## src/common/afi_params.svh

```systemverilog
// memory and AFI width macros for the DDR2 write path
// also stage count, beat FIFO depth, burst length and latency width
`ifndef AFI_PARAMS_SVH
`define AFI_PARAMS_SVH

// DQ pins on the memory side of one device
`define MEM_DQ_WIDTH 8

// one data mask pin covers the whole byte lane
`define MEM_DM_WIDTH 1

// number of write strobe groups
`define MEM_WRITE_DQS_WIDTH 1

// full rate carries both DDR edges in one AFI cycle
`define AFI_DATA_WIDTH (2 * `MEM_DQ_WIDTH)
`define AFI_DATA_MASK_WIDTH (2 * `MEM_DM_WIDTH)

// one strobe bit per group per half, the upper half is the later edge
`define AFI_DQS_WIDTH (2 * `MEM_WRITE_DQS_WIDTH)

// flop stages between the AFI and the DDIO cells for timing closure
`define NUM_WRITE_PATH_FLOP_STAGES 2

// beat buffer in the sequencer, holds two whole bursts
`define WR_FIFO_DEPTH 8

// BL8 at full rate is four AFI beats
`define BURST_BEATS 4

// write latency is counted in AFI cycles, 0 to 15
`define WLAT_WIDTH 4

`endif

```

## src/common/afi_pkg.sv

```systemverilog
// AFI payload types shared by the write path RTL and its testbench
`default_nettype none

`include "afi_params.svh"

package afi_pkg;

	// one AFI write data word
	// the lower half goes out on the first DDR edge, the upper half on the second
	typedef logic [`AFI_DATA_WIDTH-1:0] afi_data_t;

	// one AFI byte mask
	// a set bit masks the matching byte, so that byte is not written in memory
	typedef logic [`AFI_DATA_MASK_WIDTH-1:0] afi_mask_t;

	// strobe vector with one bit per group and per half
	// the upper bits belong to the later half of the AFI cycle
	// used for dqs_en, wdata_valid, OCT enable and the force-off control
	typedef logic [`AFI_DQS_WIDTH-1:0] afi_strobe_t;

	// write latency in AFI cycles
	// calibration sets it, the sequencer samples it when a burst launches
	typedef logic [`WLAT_WIDTH-1:0] wlat_t;

endpackage

`default_nettype wire

```

## src/write_path/afi_delay_line.sv

```systemverilog
// register chain of configurable length over any packed payload type
`timescale 1ns/1ps
`default_nettype none

module afi_delay_line #(
	parameter type payload_t = logic,
	parameter int STAGES = 1,
	parameter bit RESET_CLEAR = 1'b0
) (
	input wire logic pll_afi_clk,
	input wire logic rst,
	input wire payload_t d,
	output payload_t q
);

	generate
		if (STAGES == 0)
		begin : g_pass
			// no stages asked for, so the payload goes straight through
			assign q = d;
		end
		else
		begin : g_chain
			payload_t stage_q [STAGES];

			// stage 0 takes the input, every later stage takes the one before it
			// the reset term folds away when RESET_CLEAR is off
			always_ff @(posedge pll_afi_clk)
			begin
				if (RESET_CLEAR && rst)
				begin
					for (int i = 0; i < STAGES; i++)
						stage_q[i] <= '0;
				end
				else
				begin
					stage_q[0] <= d;
					for (int i = 1; i < STAGES; i++)
						stage_q[i] <= stage_q[i-1];
				end
			end

			// the last stage is the output
			assign q = stage_q[STAGES-1];
		end
	endgenerate

endmodule

`default_nettype wire

```

## src/write_path/write_datapath.sv

```systemverilog
// AFI to DDIO write datapath with flop staging
// plus OCT enable generation and per-group force-off
`timescale 1ns/1ps
`default_nettype none

`include "afi_params.svh"

module write_datapath #(
	parameter int NUM_STAGES = `NUM_WRITE_PATH_FLOP_STAGES
) (
	input wire logic pll_afi_clk,
	input wire logic rst,
	input wire afi_pkg::afi_strobe_t force_oct_off,
	input wire afi_pkg::afi_strobe_t afi_dqs_en,
	input wire afi_pkg::afi_strobe_t afi_wdata_valid,
	input wire afi_pkg::afi_data_t afi_wdata,
	input wire afi_pkg::afi_mask_t afi_dm,
	output afi_pkg::afi_data_t phy_ddio_dq,
	output afi_pkg::afi_strobe_t phy_ddio_dqs_en,
	output afi_pkg::afi_strobe_t phy_ddio_wrdata_en,
	output afi_pkg::afi_strobe_t phy_ddio_oct_ena,
	output afi_pkg::afi_mask_t phy_ddio_wrdata_mask
);

	// width of one half of the strobe vector
	localparam int GROUPS = `MEM_WRITE_DQS_WIDTH;

	// upper half of the staged DQS enable, now and one AFI cycle ago
	logic [GROUPS-1:0] dqs_en_hi;
	logic [GROUPS-1:0] dqs_en_hi_q;
	afi_pkg::afi_strobe_t oct_ena;

	// data and mask chains carry payload only, no reset on these wide flops
	afi_delay_line #(
		.payload_t(afi_pkg::afi_data_t),
		.STAGES(NUM_STAGES),
		.RESET_CLEAR(1'b0)
	) u_dq_delay (
		.pll_afi_clk(pll_afi_clk),
		.rst(rst),
		.d(afi_wdata),
		.q(phy_ddio_dq)
	);

	afi_delay_line #(
		.payload_t(afi_pkg::afi_mask_t),
		.STAGES(NUM_STAGES),
		.RESET_CLEAR(1'b0)
	) u_dm_delay (
		.pll_afi_clk(pll_afi_clk),
		.rst(rst),
		.d(afi_dm),
		.q(phy_ddio_wrdata_mask)
	);

	// the strobe chains are control state and must come out of reset at zero
	// otherwise a stale DQS enable could drive the bus right after reset
	afi_delay_line #(
		.payload_t(afi_pkg::afi_strobe_t),
		.STAGES(NUM_STAGES),
		.RESET_CLEAR(1'b1)
	) u_dqs_en_delay (
		.pll_afi_clk(pll_afi_clk),
		.rst(rst),
		.d(afi_dqs_en),
		.q(phy_ddio_dqs_en)
	);

	afi_delay_line #(
		.payload_t(afi_pkg::afi_strobe_t),
		.STAGES(NUM_STAGES),
		.RESET_CLEAR(1'b1)
	) u_wdata_valid_delay (
		.pll_afi_clk(pll_afi_clk),
		.rst(rst),
		.d(afi_wdata_valid),
		.q(phy_ddio_wrdata_en)
	);

	assign dqs_en_hi = phy_ddio_dqs_en[`AFI_DQS_WIDTH-1:GROUPS];

	// the DDIO drives the upper half last, so its strobe still toggles
	// in the lower half of the next AFI cycle and termination stays off there
	always_ff @(posedge pll_afi_clk)
	begin
		if (rst)
			dqs_en_hi_q <= '0;
		else
			dqs_en_hi_q <= dqs_en_hi;
	end

	// termination is on whenever this device does not drive DQS
	assign oct_ena = {~dqs_en_hi, ~(dqs_en_hi | dqs_en_hi_q)};

	// calibration can hold termination off per group and half
	assign phy_ddio_oct_ena = oct_ena & ~force_oct_off;

endmodule

`default_nettype wire

```

## src/write_path/write_sequencer.sv

```systemverilog
// write sequencer with beat FIFO, burst count and write-latency FSM
// drives the AFI strobes, data and mask one beat per cycle
`timescale 1ns/1ps
`default_nettype none

`include "afi_params.svh"

module write_sequencer (
	input wire logic pll_afi_clk,
	input wire logic rst,
	input wire logic wr_valid,
	input wire afi_pkg::afi_data_t wr_data,
	input wire afi_pkg::afi_mask_t wr_mask,
	input wire afi_pkg::wlat_t wlat,
	output logic wr_ready,
	output afi_pkg::afi_data_t afi_wdata,
	output afi_pkg::afi_mask_t afi_dm,
	output afi_pkg::afi_strobe_t afi_dqs_en,
	output afi_pkg::afi_strobe_t afi_wdata_valid
);

	localparam int PTR_W = $clog2(`WR_FIFO_DEPTH);
	localparam int BEAT_W = $clog2(`BURST_BEATS);
	localparam int BURSTS_W = $clog2(`WR_FIFO_DEPTH / `BURST_BEATS + 1);

	typedef enum logic [1:0] {
		ST_IDLE,
		ST_WAIT,
		ST_PRE,
		ST_BEAT
	} state_t;

	afi_pkg::afi_data_t data_mem [`WR_FIFO_DEPTH];
	afi_pkg::afi_mask_t mask_mem [`WR_FIFO_DEPTH];

	// pointers carry one extra bit to tell full from empty
	logic [PTR_W:0] wr_ptr;
	logic [PTR_W:0] rd_ptr;
	logic full;
	logic push;

	// beats accepted so far in the burst being filled
	logic [BEAT_W-1:0] accept_cnt;
	logic burst_done;

	// complete bursts in the FIFO that have not been launched yet
	logic [BURSTS_W-1:0] bursts_ready;
	logic launch;

	state_t state;
	afi_pkg::wlat_t wait_cnt;
	logic [BEAT_W-1:0] beat_cnt;
	logic last_beat;
	logic in_beat;
	logic in_strobe;

	assign full = (wr_ptr[PTR_W] != rd_ptr[PTR_W]) &&
		(wr_ptr[PTR_W-1:0] == rd_ptr[PTR_W-1:0]);

	// the PHY side never stalls, so only a full FIFO holds off the controller
	assign wr_ready = !full;
	assign push = wr_valid && wr_ready;

	assign burst_done = push && (accept_cnt == BEAT_W'(`BURST_BEATS - 1));
	assign last_beat = (beat_cnt == BEAT_W'(`BURST_BEATS - 1));
	assign in_beat = (state == ST_BEAT);
	assign in_strobe = (state == ST_PRE) || in_beat;

	// a burst leaves the ready count either from idle or straight after
	// the last beat of the previous one, which skips latency and preamble
	assign launch = (bursts_ready != '0) &&
		((state == ST_IDLE) || (in_beat && last_beat));

	// FIFO storage, payload only
	always_ff @(posedge pll_afi_clk)
	begin
		if (push)
		begin
			data_mem[wr_ptr[PTR_W-1:0]] <= wr_data;
			mask_mem[wr_ptr[PTR_W-1:0]] <= wr_mask;
		end
	end

	// pointer and burst bookkeeping
	always_ff @(posedge pll_afi_clk)
	begin
		if (rst)
		begin
			wr_ptr <= '0;
			rd_ptr <= '0;
			accept_cnt <= '0;
			bursts_ready <= '0;
		end
		else
		begin
			if (push)
			begin
				wr_ptr <= wr_ptr + 1'b1;
				accept_cnt <= accept_cnt + 1'b1;
			end
			// every beat cycle pops exactly one entry
			if (in_beat)
				rd_ptr <= rd_ptr + 1'b1;
			case ({burst_done, launch})
				2'b10: bursts_ready <= bursts_ready + 1'b1;
				2'b01: bursts_ready <= bursts_ready - 1'b1;
				default: bursts_ready <= bursts_ready;
			endcase
		end
	end

	// burst FSM: idle, latency wait, one preamble cycle, then the beats
	always_ff @(posedge pll_afi_clk)
	begin
		if (rst)
		begin
			state <= ST_IDLE;
			wait_cnt <= '0;
			beat_cnt <= '0;
		end
		else
		begin
			case (state)
				ST_IDLE:
				begin
					// wlat is sampled only here, at the launch
					if (launch)
					begin
						wait_cnt <= wlat;
						if (wlat == '0)
							state <= ST_PRE;
						else
							state <= ST_WAIT;
					end
				end
				ST_WAIT:
				begin
					wait_cnt <= wait_cnt - 1'b1;
					if (wait_cnt == afi_pkg::wlat_t'(1))
						state <= ST_PRE;
				end
				ST_PRE:
				begin
					beat_cnt <= '0;
					state <= ST_BEAT;
				end
				default:
				begin
					if (last_beat)
					begin
						beat_cnt <= '0;
						// stay in the beat phase when the next burst is ready
						if (!launch)
							state <= ST_IDLE;
					end
					else
						beat_cnt <= beat_cnt + 1'b1;
				end
			endcase
		end
	end

	// strobes are registered from the state and copied to every group and half
	always_ff @(posedge pll_afi_clk)
	begin
		if (rst)
		begin
			afi_dqs_en <= '0;
			afi_wdata_valid <= '0;
		end
		else
		begin
			afi_dqs_en <= {`AFI_DQS_WIDTH{in_strobe}};
			afi_wdata_valid <= {`AFI_DQS_WIDTH{in_beat}};
		end
	end

	// data and mask load only on beats, so they hold between bursts
	always_ff @(posedge pll_afi_clk)
	begin
		if (in_beat)
		begin
			afi_wdata <= data_mem[rd_ptr[PTR_W-1:0]];
			afi_dm <= mask_mem[rd_ptr[PTR_W-1:0]];
		end
	end

endmodule

`default_nettype wire

```

## src/source/afi_write_phy.sv

```systemverilog
// top level of the DDR2 write PHY
// sequencer feeding the staged write datapath
`timescale 1ns/1ps
`default_nettype none

`include "afi_params.svh"

module afi_write_phy #(
	parameter int NUM_STAGES = `NUM_WRITE_PATH_FLOP_STAGES
) (
	input wire logic pll_afi_clk,
	input wire logic rst,
	input wire logic wr_valid,
	output logic wr_ready,
	input wire afi_pkg::afi_data_t wr_data,
	input wire afi_pkg::afi_mask_t wr_mask,
	input wire afi_pkg::wlat_t wlat,
	input wire afi_pkg::afi_strobe_t force_oct_off,
	output afi_pkg::afi_data_t phy_ddio_dq,
	output afi_pkg::afi_mask_t phy_ddio_wrdata_mask,
	output afi_pkg::afi_strobe_t phy_ddio_dqs_en,
	output afi_pkg::afi_strobe_t phy_ddio_wrdata_en,
	output afi_pkg::afi_strobe_t phy_ddio_oct_ena
);

	// AFI signals between the sequencer and the datapath
	afi_pkg::afi_data_t afi_wdata;
	afi_pkg::afi_mask_t afi_dm;
	afi_pkg::afi_strobe_t afi_dqs_en;
	afi_pkg::afi_strobe_t afi_wdata_valid;

	write_sequencer u_write_sequencer (
		.pll_afi_clk(pll_afi_clk),
		.rst(rst),
		.wr_valid(wr_valid),
		.wr_data(wr_data),
		.wr_mask(wr_mask),
		.wlat(wlat),
		.wr_ready(wr_ready),
		.afi_wdata(afi_wdata),
		.afi_dm(afi_dm),
		.afi_dqs_en(afi_dqs_en),
		.afi_wdata_valid(afi_wdata_valid)
	);

	// force-off comes from calibration and bypasses the sequencer
	write_datapath #(
		.NUM_STAGES(NUM_STAGES)
	) u_write_datapath (
		.pll_afi_clk(pll_afi_clk),
		.rst(rst),
		.force_oct_off(force_oct_off),
		.afi_dqs_en(afi_dqs_en),
		.afi_wdata_valid(afi_wdata_valid),
		.afi_wdata(afi_wdata),
		.afi_dm(afi_dm),
		.phy_ddio_dq(phy_ddio_dq),
		.phy_ddio_dqs_en(phy_ddio_dqs_en),
		.phy_ddio_wrdata_en(phy_ddio_wrdata_en),
		.phy_ddio_oct_ena(phy_ddio_oct_ena),
		.phy_ddio_wrdata_mask(phy_ddio_wrdata_mask)
	);

endmodule

`default_nettype wire

```

## config.mk

```make
export PLATFORM = sky130hd
export DESIGN_NAME = afi_write_phy
export DESIGN_NICKNAME = d
export VERILOG_FILES = /design/src/common/afi_pkg.sv /design/src/write_path/afi_delay_line.sv /design/src/write_path/write_datapath.sv /design/src/write_path/write_sequencer.sv /design/src/source/afi_write_phy.sv
export VERILOG_INCLUDE_DIRS = /design/src /design/src/common
export SDC_FILE = /design/constraint.sdc
export NUM_CORES = 1
export LEC_CHECK = 0
export BUFFER_PORTS_ARGS = -buffer_cell sky130_fd_sc_hd__buf_2
export CORE_MARGIN = 8
export CORE_UTILIZATION = 31
export DETAILED_ROUTE_END_ITERATION = 16
export SLEW_MARGIN = 5
export SYNTH_ARGS = -nofsm -noshare
export SYNTH_HDL_FRONTEND = slang
export SYNTH_SLANG_ARGS = --single-unit
```

## constraint.sdc

```tcl
create_clock -name pll_afi_clk -period 7.08 [get_ports pll_afi_clk]
set_input_delay 1.062 -clock pll_afi_clk [delete_from_list [all_inputs] [get_ports pll_afi_clk]]
set_output_delay 1.062 -clock pll_afi_clk [all_outputs]
set_load 0.01 [all_outputs]
```

==> Word-level counts from Yosys, hierarchy flattened <==
Memory sizes are Yosys's and may differ from the RTL's. A register that Yosys moved wholly into a read port is not among the register bits.
Index checks and enable logic that the tools add are counted.
{ "word_totals": {"ram_bits": 188, "memories": 6, "input_bits": 27, "out_inout_bits": 25, "ff_bits": 23} }
{ "mem_list": {"columns": ["memory", "words", "width", "read_ports", "rd_clocked_by_memory_dff", "write_ports", "line_no", "text"], "rows": [
  ["u_write_sequencer.data_mem", 8, 16, 1, 1, 1, "write_sequencer.sv:33", "afi_pkg::afi_data_t data_mem [`WR_FIFO_DEPTH];"],
  ["u_write_datapath.u_dq_delay.g_chain.stage_q", 2, 16, 2, 0, 2, "afi_delay_line.sv:24", "payload_t stage_q [STAGES];"],
  ["u_write_sequencer.mask_mem", 8, 2, 1, 1, 1, "write_sequencer.sv:34", "afi_pkg::afi_mask_t mask_mem [`WR_FIFO_DEPTH];"],
  ["u_write_datapath.u_dm_delay.g_chain.stage_q", 2, 2, 2, 0, 2, "afi_delay_line.sv:24", null],
  ["u_write_datapath.u_dqs_en_delay.g_chain.stage_q", 2, 2, 2, 0, 2, "afi_delay_line.sv:24", null],
  ["u_write_datapath.u_wdata_valid_delay.g_chain.stage_q", 2, 2, 2, 0, 2, "afi_delay_line.sv:24", null]
]} }
{ "classes": {"n_eq_ne": 13, "n_bitwise": 9, "muxes": 20, "add_sub_neg": 7, "reduce_logical": 17} }
{ "ops": {"columns": ["operator", "n"], "rows": [
  ["$mux W2", 10],
  ["$eq A2 B2 Y1 const B", 5],
  ["$add A4 B1 Y4 const B", 2],
  ["$pmux W2 S2", 2],
  ["$pmux W4 S2", 1],
  ["$add A2 B1 Y2 const B", 3],
  ["$pmux W2 S3", 1],
  ["$reduce_bool A2 Y1", 3],
  ["$logic_and A1 B1 Y1", 5],
  ["$mux W1", 5],
  ["$or A1 B1 Y1", 5],
  ["$eq A2 B1 Y1 const B", 2],
  ["$eq A4 B1 Y1 const B", 1],
  ["$logic_not A4 Y1", 1],
  ["$mux W4", 1],
  ["$ne A2 B1 Y1 const B", 2],
  ["$ne A4 B4 Y1 const B", 1],
  ["$reduce_and A4 Y1", 1],
  ["$reduce_bool A4 Y1", 1],
  ["$sub A4 B1 Y4 const B", 1],
  ["$eq A3 B3 Y1", 1],
  ["$and A2 B2 Y2", 1],
  ["$logic_not A2 Y1", 1],
  ["$logic_or A1 B1 Y1", 2],
  ["7 further kinds", 8]
]} }

==> Longest topological paths before layout <==
Gate-level depths: netlist of the first run.
{ "logic_depth": {"ltp_word": 7, "ltp_mapped": 9, "ltp_nobuf": 8} }

==> Hierarchy <==
A second synthesis of the first run with hierarchy kept.
{ "hier_totals": {"cells_unflattened": 454, "area_unflattened_um2": 8324.2} }
{ "by_module_without_submodules": {"columns": ["module", "seq_area_each_um2", "instances", "area_per_inst_um2", "cells_each"], "rows": [
  ["write_sequencer", 5305.1, 1, 7185.6, 376],
  ["afi_delay_line (u_write_datapath.u_dq_delay)", 640.6, 1, 760.7, 48],
  ["afi_delay_line (u_write_datapath.u_dqs_en_delay ...)", 80.1, 2, 120.1, 10],
  ["afi_delay_line (u_write_datapath.u_dm_delay)", 80.1, 1, 95.1, 6],
  ["write_datapath", 20.0, 1, 42.5, 4]
]} }

==> Worst setup path after synthesis of the first run <==
No wires, ideal clock.
{ "synth_path": {"kind": "input-to-reg", "start": "in wr_valid", "end": "mem u_write_sequencer.data_mem[2][0] (netlist bit) (enable)", "setup_slack_ns": 3.951, "stages": 4, "t_arrival_ns": 2.714, "cell_sequence": "o41a_1 > buf_2 > nand2_1 > nor3_1"} }
{ "synth_between": {"elab_chain_len": 3} }
{ "synth_lines": {"columns": ["item", "line_no", "text"], "rows": [
  ["from (decl)", "afi_write_phy.sv:13", "input wire logic wr_valid,"],
  ["$logic_and A1 B1 Y1", "write_sequencer.sv:62", "assign push = wr_valid && wr_ready;"],
  ["$mux W1", "write_sequencer.sv:77", "if (push)"],
  ["$mux W1 (implied by the code)", "write_sequencer.sv:79", "data_mem[wr_ptr[PTR_W-1:0]] <= wr_data;"],
  ["to (decl)", "write_sequencer.sv:33", null]
]} }
No other way between the ends.

==> Worst setup path after layout of the first run <==
{ "layout_path": {"start": "reg u_write_sequencer.rd_ptr[0]", "end": "out wr_ready"} }
{ "layout_between": {"elab_chain_len": 3} }
{ "layout_lines": {"columns": ["item", "line_no", "text"], "rows": [
  ["from (decl)", "write_sequencer.sv:38", "logic [PTR_W:0] rd_ptr;"],
  ["from (signal assigned)", "write_sequencer.sv:103", "rd_ptr <= rd_ptr + 1'b1;"],
  ["$eq A3 B3 Y1", "write_sequencer.sv:58", "(wr_ptr[PTR_W-1:0] == rd_ptr[PTR_W-1:0]);"],
  ["$logic_and A1 B1 Y1", "write_sequencer.sv:57", "assign full = (wr_ptr[PTR_W] != rd_ptr[PTR_W]) &&"],
  ["$logic_not A1 Y1", "write_sequencer.sv:61", "assign wr_ready = !full;"],
  ["to (decl)", "afi_write_phy.sv:14", "output logic wr_ready,"]
]} }
No other way between the ends.

==> results.json, run 1 <==
{
  "synth_seq_cells": 225,
  "dp_cells": 807,
  "maxSlewHeadroom": 0.481,
  "num_antenna_cells": 0,
  "critPathMaxFanout": 40,
  "cp_data_arrival_time_ns": 2.29,
  "fin_skew_ns": 0.0215,
  "synth_compound_area_frac": 0.0279,
  "dr.pass1.iters": 4,
  "grt_pass1_vias": 4161,
  "worst_setup_path_start_kind": "flip-flop",
  "hold_ws_ns": 0.320,
  "clk_latency_ns": 0.52,
  "cts_resized": 0,
  "fp.dieW_um": 179,
  "tns_ns": 0,
  "fmax_ghz": 0.298,
  "cts_root_buf": "clkbuf_16",
  "clk_pin_slew_worst_paths_ns": 0.06,
  "synth-xor-area-share": 0.0117,
  "hold_depth": 0,
  "drt_iter0_markers": 204,
  "antenna_found_initial": 2,
  "routed_wl_um": 14600,
  "maxCapViolations": 0,
  "h-tree-depth": 1,
  "synth_top_family_by_area": "multiplexers",
  "async_flop_share": 0,
  "synthFlopType": "edfxtp_1",
  "muxShareOfSynthArea": 0.126,
  "crit_path_end_kind": "primary output",
  "final-setup-viol-count": 0,
  "power_mw": 2.84,
  "cts_setup_buffers": 0,
  "period_needed_ns": 3.36,
  "yosys-top-cells-area": "edfxtp_1, dfxtp_1, mux4_2, mux2_2, buf_4",
  "timing.final.ws_setup_ns": 3.72,
  "p_leak_nw": 3.18,
  "yosys.area_share.simple": 0.0369,
  "critPathKind": "flip-flop to primary output",
  "ant_nets": 0,
  "ir_drop_mv": 0.183,
  "critPathBufInv": 2,
  "hp-class": "flip-flop to flip-flop",
  "dp_hpwl_um": 8540,
  "rr_worst_depth": 6,
  "synth_most_common_cell": "edfxtp_1",
  "synth_common_cells": "edfxtp_1, dfxtp_1, mux4_2",
  "synth_top_area_cell": "edfxtp_1",
  "cpMaxStageDelayCell": "buf_4",
  "cts_buffers": 24,
  "track_usage": 0.0927,
  "synth_top_area_share": 0.592,
  "clockBufferDepth": 3,
  "core-area_mm2": 0.0261,
  "grt_max_degree": 41,
  "worstPathCellList": "buf_4, xor2_1, or4_1, buf_2",
  "maxSlewViolCount": 0,
  "grt_pass1_wl_um": 23000,
  "via_per_inst": 4.57,
  "ys_warn_count": 0,
  "path_depth": 4,
  "overflow": 0,
  "die_y_um": 179,
  "status": "completed",
  "ios": 52,
  "drive_gt1_frac": 0.306,
  "hold_viol": 0,
  "start_util": 0.315,
  "rsz0062_at_grt": "false",
  "cts_hold_buffers": 0,
  "cts_tree": "done",
  "numPortBuffers": 51,
  "post_drt_wl_per_cell_um": 17.2,
  "path_delay_family": "buffers and inverters",
  "power_density_mw_per_mm2": 300,
  "finalCritPeriodShare": 0.474,
  "synth_edf_count": 162,
  "cts_sinks": 225,
  "die_area_mm2": 0.0320,
  "synth.avg_cell_area_um2": 18.3,
  "netlist_area_mm2": 0.00822,
  "area_growth_pct": 15.4,
  "gp_congestion": 0.755,
  "synthCells": 450,
  "stdcell_count": 851,
  "cp.required_ns": 6.02,
  "syn-num-nets": 489,
  "tightest_slew_ns": 0.778,
  "yosysUniqueCellTypes": 41,
  "seq_area_frac_synth": 0.746,
  "drc": 0,
  "rows": 59,
  "vias": 3892,
  "critPathMaxStageDelay_ns": 0.61,
  "nNetsFinal": 537,
  "synth_fa_ha_area_frac": 0.0183,
  "dpl_worst_slack_ns": 4.18
}
[flip-flops by register name (all words and copies together), names as in the netlist]
signal / cells
u_write_datapath.dqs_en_hi_q: 1
u_write_datapath.u_dm_delay.g_chain.stage_q: 4
u_write_datapath.u_dq_delay.g_chain.stage_q: 32
u_write_datapath.u_dqs_en_delay.g_chain.stage_q: 2
u_write_datapath.u_wdata_valid_delay.g_chain.stage_q: 2
u_write_sequencer.accept_cnt: 2
u_write_sequencer.afi_dm: 2
u_write_sequencer.afi_dqs_en: 1
u_write_sequencer.afi_wdata: 16
u_write_sequencer.afi_wdata_valid: 1
u_write_sequencer.beat_cnt: 2
u_write_sequencer.bursts_ready: 2
u_write_sequencer.data_mem: 128
u_write_sequencer.mask_mem: 16
u_write_sequencer.rd_ptr: 4
u_write_sequencer.state: 2
u_write_sequencer.wait_cnt: 4
u_write_sequencer.wr_ptr: 4
[metrics by stage]
step            util  area (um^2)
6_report       0.364         9480
5_1_grt        0.364         9480
4_1_cts        0.364         9480
3_5_place_dp   0.335         8740
3_3_place_gp   0.335         8740
2_1_floorplan      -         8220
[final cells by class]
type,count,area [um^2]
inverters,7,26.3
fillers,2390,16600
multi-input cells,177,1820
repair buffers,63,345
clock inverters,13,82.6
clock buffers,31,657
well taps,335,419
flip-flops and latches,225,6130
[where the power goes]
part           switching [mW]  internal (mW)
Clock                   0.481          0.656
Sequential             0.0289           1.46
Combinational           0.123         0.0915
[cell usage in the layout (no fill, tap or decap), types with 7 or more instances in the layout]
cell type / synthesis / layout
edfxtp_1: 162 / 162
dfxtp_1: 63 / 62
buf_2: 7 / 51
mux4_2: 36 / 36
clkbuf_16: 0 / 24
nor2_1: 23 / 23
mux2_2: 19 / 19
nand2_1: 15 / 15
a21oi_1: 15 / 15
ha_1: 12 / 12
buf_4: 23 / 12
inv_1: 7 / 7
nor2b_1: 7 / 7
[per-layer routing]
metal  part of all wire  vias up  global-route usage  wire length (um)
li1                   -     1793                   -                 -
met1               0.43     1968               0.114              6310
met2               0.49       93               0.157              7180
met3              0.049       34              0.0234               714
met4              0.027        4              0.0313               389
met5             0.0014        -                   0                21
[final timing paths]
| path | slack, ns | end | start |
|---|---|---|---|
| hold reg to reg | 0.32 | u_write_datapath.u_dq_delay.g_chain.stage_q[0][25]$_DFF_P_ | u_write_datapath.u_dq_delay.g_chain.stage_q[0][9]$_DFF_P_ |
| setup reg to reg | 4.47 | u_write_sequencer.data_mem[5][11]$_DFFE_PP_ | u_write_sequencer.rd_ptr[0]$_SDFFE_PP0N_ |
| setup / recovery | 3.72 | wr_ready | u_write_sequencer.rd_ptr[0]$_SDFFE_PP0N_ |
| hold / removal | 0.32 | u_write_datapath.u_dq_delay.g_chain.stage_q[0][25]$_DFF_P_ | u_write_datapath.u_dq_delay.g_chain.stage_q[0][9]$_DFF_P_ |
[worst register-to-register path: cells and delay by family (launching register included)]
kind / cells / cell delay (ns)
AND/OR/NAND/NOR: 2 / 0.37
buffers and inverters: 2 / 0.94
AO/OA/AOI/OAI: 1 / 0.36
flip-flops: 1 / 0.31
XOR/XNOR: 1 / 0.31
[logic make-up after synthesis]
logic type / Yosys count
xor+xnor: 11
compound gates: 35
mux: 56
flops: 225
simple gates: 63
fa+ha+maj: 12
buf+inv: 48
(Power assumes the default switching activity.)
==> run 2: changes to the inputs <==
clock period = 3.15 ns   (was 7.08 ns; I/O delays follow)
==> results.json, run 2 (same netlist as run 1, synthesis figures left out) <==
{
  "rsz0062_at_grt": "false",
  "cp.required_ns": 2.68,
  "maxCapViolations": 0,
  "largest_register_ffs": 128,
  "cts_setup_buffers": 0,
  "power_density_mw_per_mm2": 695,
  "period_needed_ns": 2.45,
  "cpMaxStageDelayCell": "or4_1",
  "gp_congestion": 0.793,
  "dp_cells": 814,
  "power_mw": 6.69,
  "drive_gt1_frac": 0.322,
  "track_usage": 0.0971,
  "dr.pass1.iters": 4,
  "h-tree-depth": 1,
  "fin_skew_ns": 0.0130,
  "drc": 0,
  "grt_max_degree": 40,
  "cts_tree": "done",
  "maxSlewHeadroom": 0.474,
  "crit_path_end_kind": "primary output",
  "ff_latch_area_mm2": 0.00613,
  "cts_buffers": 25,
  "hold_viol": 0,
  "fmax_ghz": 0.408,
  "grt_pass1_wl_um": 23900,
  "area_growth_pct": 17.3,
  "ant_nets": 0,
  "start_util": 0.315,
  "n_fill_cell": 2385,
  "rows": 59,
  "grt_pass1_vias": 4253,
  "p_leak_nw": 3.27,
  "ir_drop_mv": 0.339,
  "clk_latency_ns": 0.53,
  "die_y_um": 179,
  "clockBufferDepth": 3,
  "layout_commonest_cell": "edfxtp_1",
  "post-route-util": 0.370,
  "tightest_slew_ns": 0.789,
  "hold_ws_ns": 0.208,
  "fp.dieW_um": 179,
  "tns_ns": 0,
  "maxSlewViolCount": 0,
  "overflow": 0,
  "post_drt_wl_per_cell_um": 18.0,
  "clk_pin_slew_worst_paths_ns": 0.06,
  "die_area_mm2": 0.0320,
  "stdcell_count": 860,
  "worstPathCellList": "xor2_1, or4_1, buf_2",
  "ios": 52,
  "cts_hold_buffers": 0,
  "critPathMaxStageDelay_ns": 0.60,
  "vias": 3934,
  "finalCritPeriodShare": 0.778,
  "multi_input_area_mm2": 0.00182,
  "cts_resized": 0,
  "drt_iter0_markers": 247,
  "mostFrequentLayoutCells": "edfxtp_1, dfxtp_1, buf_2",
  "cp_data_arrival_time_ns": 1.98,
  "core-area_mm2": 0.0261,
  "worst_setup_path_start_kind": "flip-flop",
  "critPathMaxFanout": 8,
  "rr_worst_depth": 5,
  "status": "completed",
  "final-setup-viol-count": 0,
  "num_antenna_cells": 0,
  "cts_sinks": 225,
  "routed_wl_um": 15500,
  "via_per_inst": 4.57,
  "hp-class": "input port to flip-flop",
  "cts_root_buf": "clkbuf_16",
  "nNetsFinal": 545,
  "critPathKind": "flip-flop to primary output",
  "dp_hpwl_um": 9210,
  "antenna_found_initial": 2,
  "hold_depth": 1,
  "numPortBuffers": 51
}
==> run 2: layer usage <==
metal / global-route usage / vias up / wire (um)
met3: 0.0249 / 29 / 803
li1: - / 1815 / -
met1: 0.118 / 2001 / 6560
met2: 0.166 / 85 / 7730
met4: 0.0310 / 4 / 334
met5: 0 / - / 23
==> run 2: metrics by stage <==
step	cell area (um^2)	setup slack, ns
after floorplan	8220	0.353
after global placement	8810	0.976
after detailed placement	8810	0.881
after CTS	9630	0.672
after global routing	9630	0.600
final	9630	0.701
==> run 2: path summary, 6_finish.rpt <==
path / startpoint / end / slack (ns)
worst max register to register: u_write_sequencer.wr_ptr[2]$_SDFFE_PP0P_ / u_write_sequencer.data_mem[1][3]$_DFFE_PP_ / 0.83
worst min register to register: u_write_datapath.u_dq_delay.g_chain.stage_q[0][2]$_DFF_P_ / u_write_datapath.u_dq_delay.g_chain.stage_q[0][18]$_DFF_P_ / 0.32
worst min-delay path: wr_data[10] / u_write_sequencer.data_mem[1][10]$_DFFE_PP_ / 0.21
worst max-delay path: u_write_sequencer.wr_ptr[2]$_SDFFE_PP0P_ / wr_ready / 0.70
==> run 2: area by class of cell <==
| type | instances | area share |
|---|---|---|
| clock inverters | 11 | 0.0135 |
| multi-input cells | 177 | 0.189 |
| inverters | 7 | 0.00273 |
| clock buffers | 35 | 0.0723 |
| repair buffers | 70 | 0.0426 |
| well taps | 335 | 0.0435 |
| flip-flops and latches | 225 | 0.636 |
==> run 2: worst max-delay path, delay by kind of cell, from the launching register on <==
| kind | cells | cell delay, ns |
|---|---|---|
| buffers and inverters | 1 | 0.17 |
| flip-flops | 1 | 0.51 |
| XOR/XNOR | 1 | 0.17 |
| AND/OR/NAND/NOR | 1 | 0.60 |
==> run 2: report_power, final <==
part / switching [mW] / internal, mW
clock: 1.14 / 1.72
combinational: 0.277 / 0.210
sequential: 0.0650 / 3.28
total: 1.48 / 5.21
==> run 3: changes to the inputs <==
ABC_AREA = 1   (was default)
clock period = 2.22 ns   (was 3.15 ns; I/O delays follow)
==> results.json, run 3 <==
{
  "start_util": 0.315,
  "hp-start": "wr_data[9]",
  "grt_pass1_wl_um": 26800,
  "dr.pass1.iters": 4,
  "cts_tree": "done",
  "power_mw": 9.89,
  "critPathMaxFanout": 7,
  "drc": 0,
  "worst_setup_path_start_kind": "flip-flop",
  "fp.dieW_um": 181,
  "clockBufferDepth": 3,
  "critPathLaunch": "u_write_sequencer.wr_ptr[2]$_SDFFE_PP0P_",
  "final-setup-viol-count": 0,
  "track_usage": 0.101,
  "hp-class": "input port to flip-flop",
  "p_leak_nw": 3.60,
  "ir_drop_mv": 0.634,
  "cp.required_ns": 1.89,
  "grt_max_degree": 75,
  "core-area_mm2": 0.0268,
  "synth_common_cells": "edfxtp_1, nor2_1, nand2_1",
  "yosysUniqueCellTypes": 28,
  "tightest_slew_ns": 0.753,
  "cpMaxStageDelayCell": "dfxtp_1",
  "fmax_ghz": 0.494,
  "layout_commonest_cell": "edfxtp_1",
  "h-tree-depth": 1,
  "area_growth_pct": 15.3,
  "numPortBuffers": 51,
  "cts_sinks": 225,
  "nNetsFinal": 776,
  "via_per_inst": 4.59,
  "hold_viol": 0,
  "vias": 5040,
  "yosys-top-cells-area": "edfxtp_1, dfxtp_1, nor2_1, o21ai_0, nand2_1",
  "cts_root_buf": "clkbuf_16",
  "maxSlewHeadroom": 0.498,
  "stdcell_count": 1097,
  "crit_path_end_kind": "primary output",
  "die_y_um": 181,
  "post-route-util": 0.363,
  "cpMostUsedCell": "nand2_1",
  "dp_cells": 1051,
  "status": "completed",
  "path_delay_family": "flip-flops",
  "critPathKind": "flip-flop to primary output",
  "gp_congestion": 0.766,
  "mostFrequentLayoutCells": "edfxtp_1, nor2_1, nand2_1",
  "timing.rr.start": "u_write_sequencer.wr_ptr[2]$_SDFFE_PP0P_",
  "tns_ns": 0,
  "die_area_mm2": 0.0327,
  "period_needed_ns": 2.03,
  "overflow": 0,
  "rows": 60,
  "netlist_area_mm2": 0.00843,
  "seq_area_frac_synth": 0.727,
  "power_density_mw_per_mm2": 1020,
  "clk_pin_slew_worst_paths_ns": 0.06,
  "finalCritPeriodShare": 0.912,
  "synth_top_area_cell": "edfxtp_1",
  "maxCapViolations": 0,
  "fin_skew_ns": 0.0106,
  "worstPathCellList": "inv_2, nand2_1, nand2_1, nor2_1, nand2_4, buf_4, buf_2",
  "synth_seq_cells": 225,
  "syn-num-nets": 732,
  "ant_nets": 0,
  "cp_data_arrival_time_ns": 1.69,
  "critPathMaxStageDelay_ns": 0.46,
  "synthFlopType": "edfxtp_1",
  "ios": 52,
  "post_drt_wl_per_cell_um": 15.3,
  "drt_iter0_markers": 330,
  "cts_setup_buffers": 0,
  "synthCells": 693,
  "async_flop_share": 0,
  "drive_gt1_frac": 0.157,
  "synth.avg_cell_area_um2": 12.2,
  "num_antenna_cells": 0,
  "rsz0062_at_grt": "false",
  "cts_hold_buffers": 0,
  "synth_edf_count": 162,
  "synth_top_area_share": 0.577,
  "largest_register_ffs": 128,
  "grt_pass1_vias": 4961,
  "synth_most_common_cell": "edfxtp_1",
  "maxSlewViolCount": 0,
  "critPathBufInv": 3,
  "routed_wl_um": 16800,
  "clk_latency_ns": 0.51,
  "dp_hpwl_um": 9990,
  "cts_buffers": 25,
  "ys_warn_count": 0,
  "antenna_found_initial": 0
}
## run 3: layout make-up
cell class	instances	area, um^2
clock buffers	35	714
clock inverters	11	91.3
fillers	2578	17100
inverters	25	93.8
multi-input cells	389	1860
flip-flops and latches	225	6130
well taps	341	427
repair buffers	71	405
## run 3: cells by family after synthesis
group | Yosys count | synth area share
AO/OA/AOI/OAI | 135 | 0.0859
XOR/XNOR | 4 | 0.00416
adder cells (fa/ha/maj) | 12 | 0.0178
buffers and inverters | 79 | 0.0533
flip-flops | 225 | 0.727
AND/OR/NAND/NOR | 238 | 0.112
## run 3: report_power, final
| group | switching [mW] | total [mW] | internal [mW] | leakage, nW |
|---|---|---|---|---|
| logic | 0.748 | 1.11 | 0.366 | 1.21 |
| registers | 0.0922 | 4.83 | 4.74 | 1.99 |
| clock network | 1.57 | 3.94 | 2.37 | 0.401 |
## run 3: stage by stage
stage               hold WS [ns]  cell area (um^2)  setup WS [ns]
global placement           0.313              8910         0.0673
floorplan                  0.310              8430         0.0487
global route              0.0890              9720         0.0313
finish                    0.0949              9720          0.194
detailed placement         0.312              8910        0.00690
CTS                       0.0840              9720          0.161
## run 3: final timing paths
path / endpoint / slack, ns / cells after the start
worst min register to register: u_write_datapath.u_dq_delay.g_chain.stage_q[0][30]$_DFF_P_ / 0.32 / 0
worst max-delay path: wr_ready / 0.19 / 7
worst max register to register: u_write_sequencer.data_mem[0][0]$_DFFE_PP_ / 0.27 / 9
worst min-delay path: u_write_sequencer.data_mem[3][9]$_DFFE_PP_ / 0.09 / 1
## run 3: worst reg2reg max path, cell delays in order, from the launching register on
cell	delay, ns
dfxtp_1	0.46
nand2_1	0.08
nand2_1	0.06
nor2_1	0.06
nand2_4	0.07
nand2_4	0.05
inv_2	0.11
nand2_2	0.08
nor2_2	0.35
buf_4	0.31
## run 3: repair_timing
| action | 4_1_cts | 5_1_grt |
|---|---|---|
| setup endpoints to repair | 12 | 0 |
| hold endpoints to repair | 0 | 0 |
| gates resized for setup | 1 | 0 |
## run 3: metal layers
layer	up-vias	track usage	routed length, um
met5	-	0	0
met4	0	0.0337	365
met3	32	0.0203	1030
met2	122	0.165	7810
met1	2407	0.131	7580
li1	2479	-	-
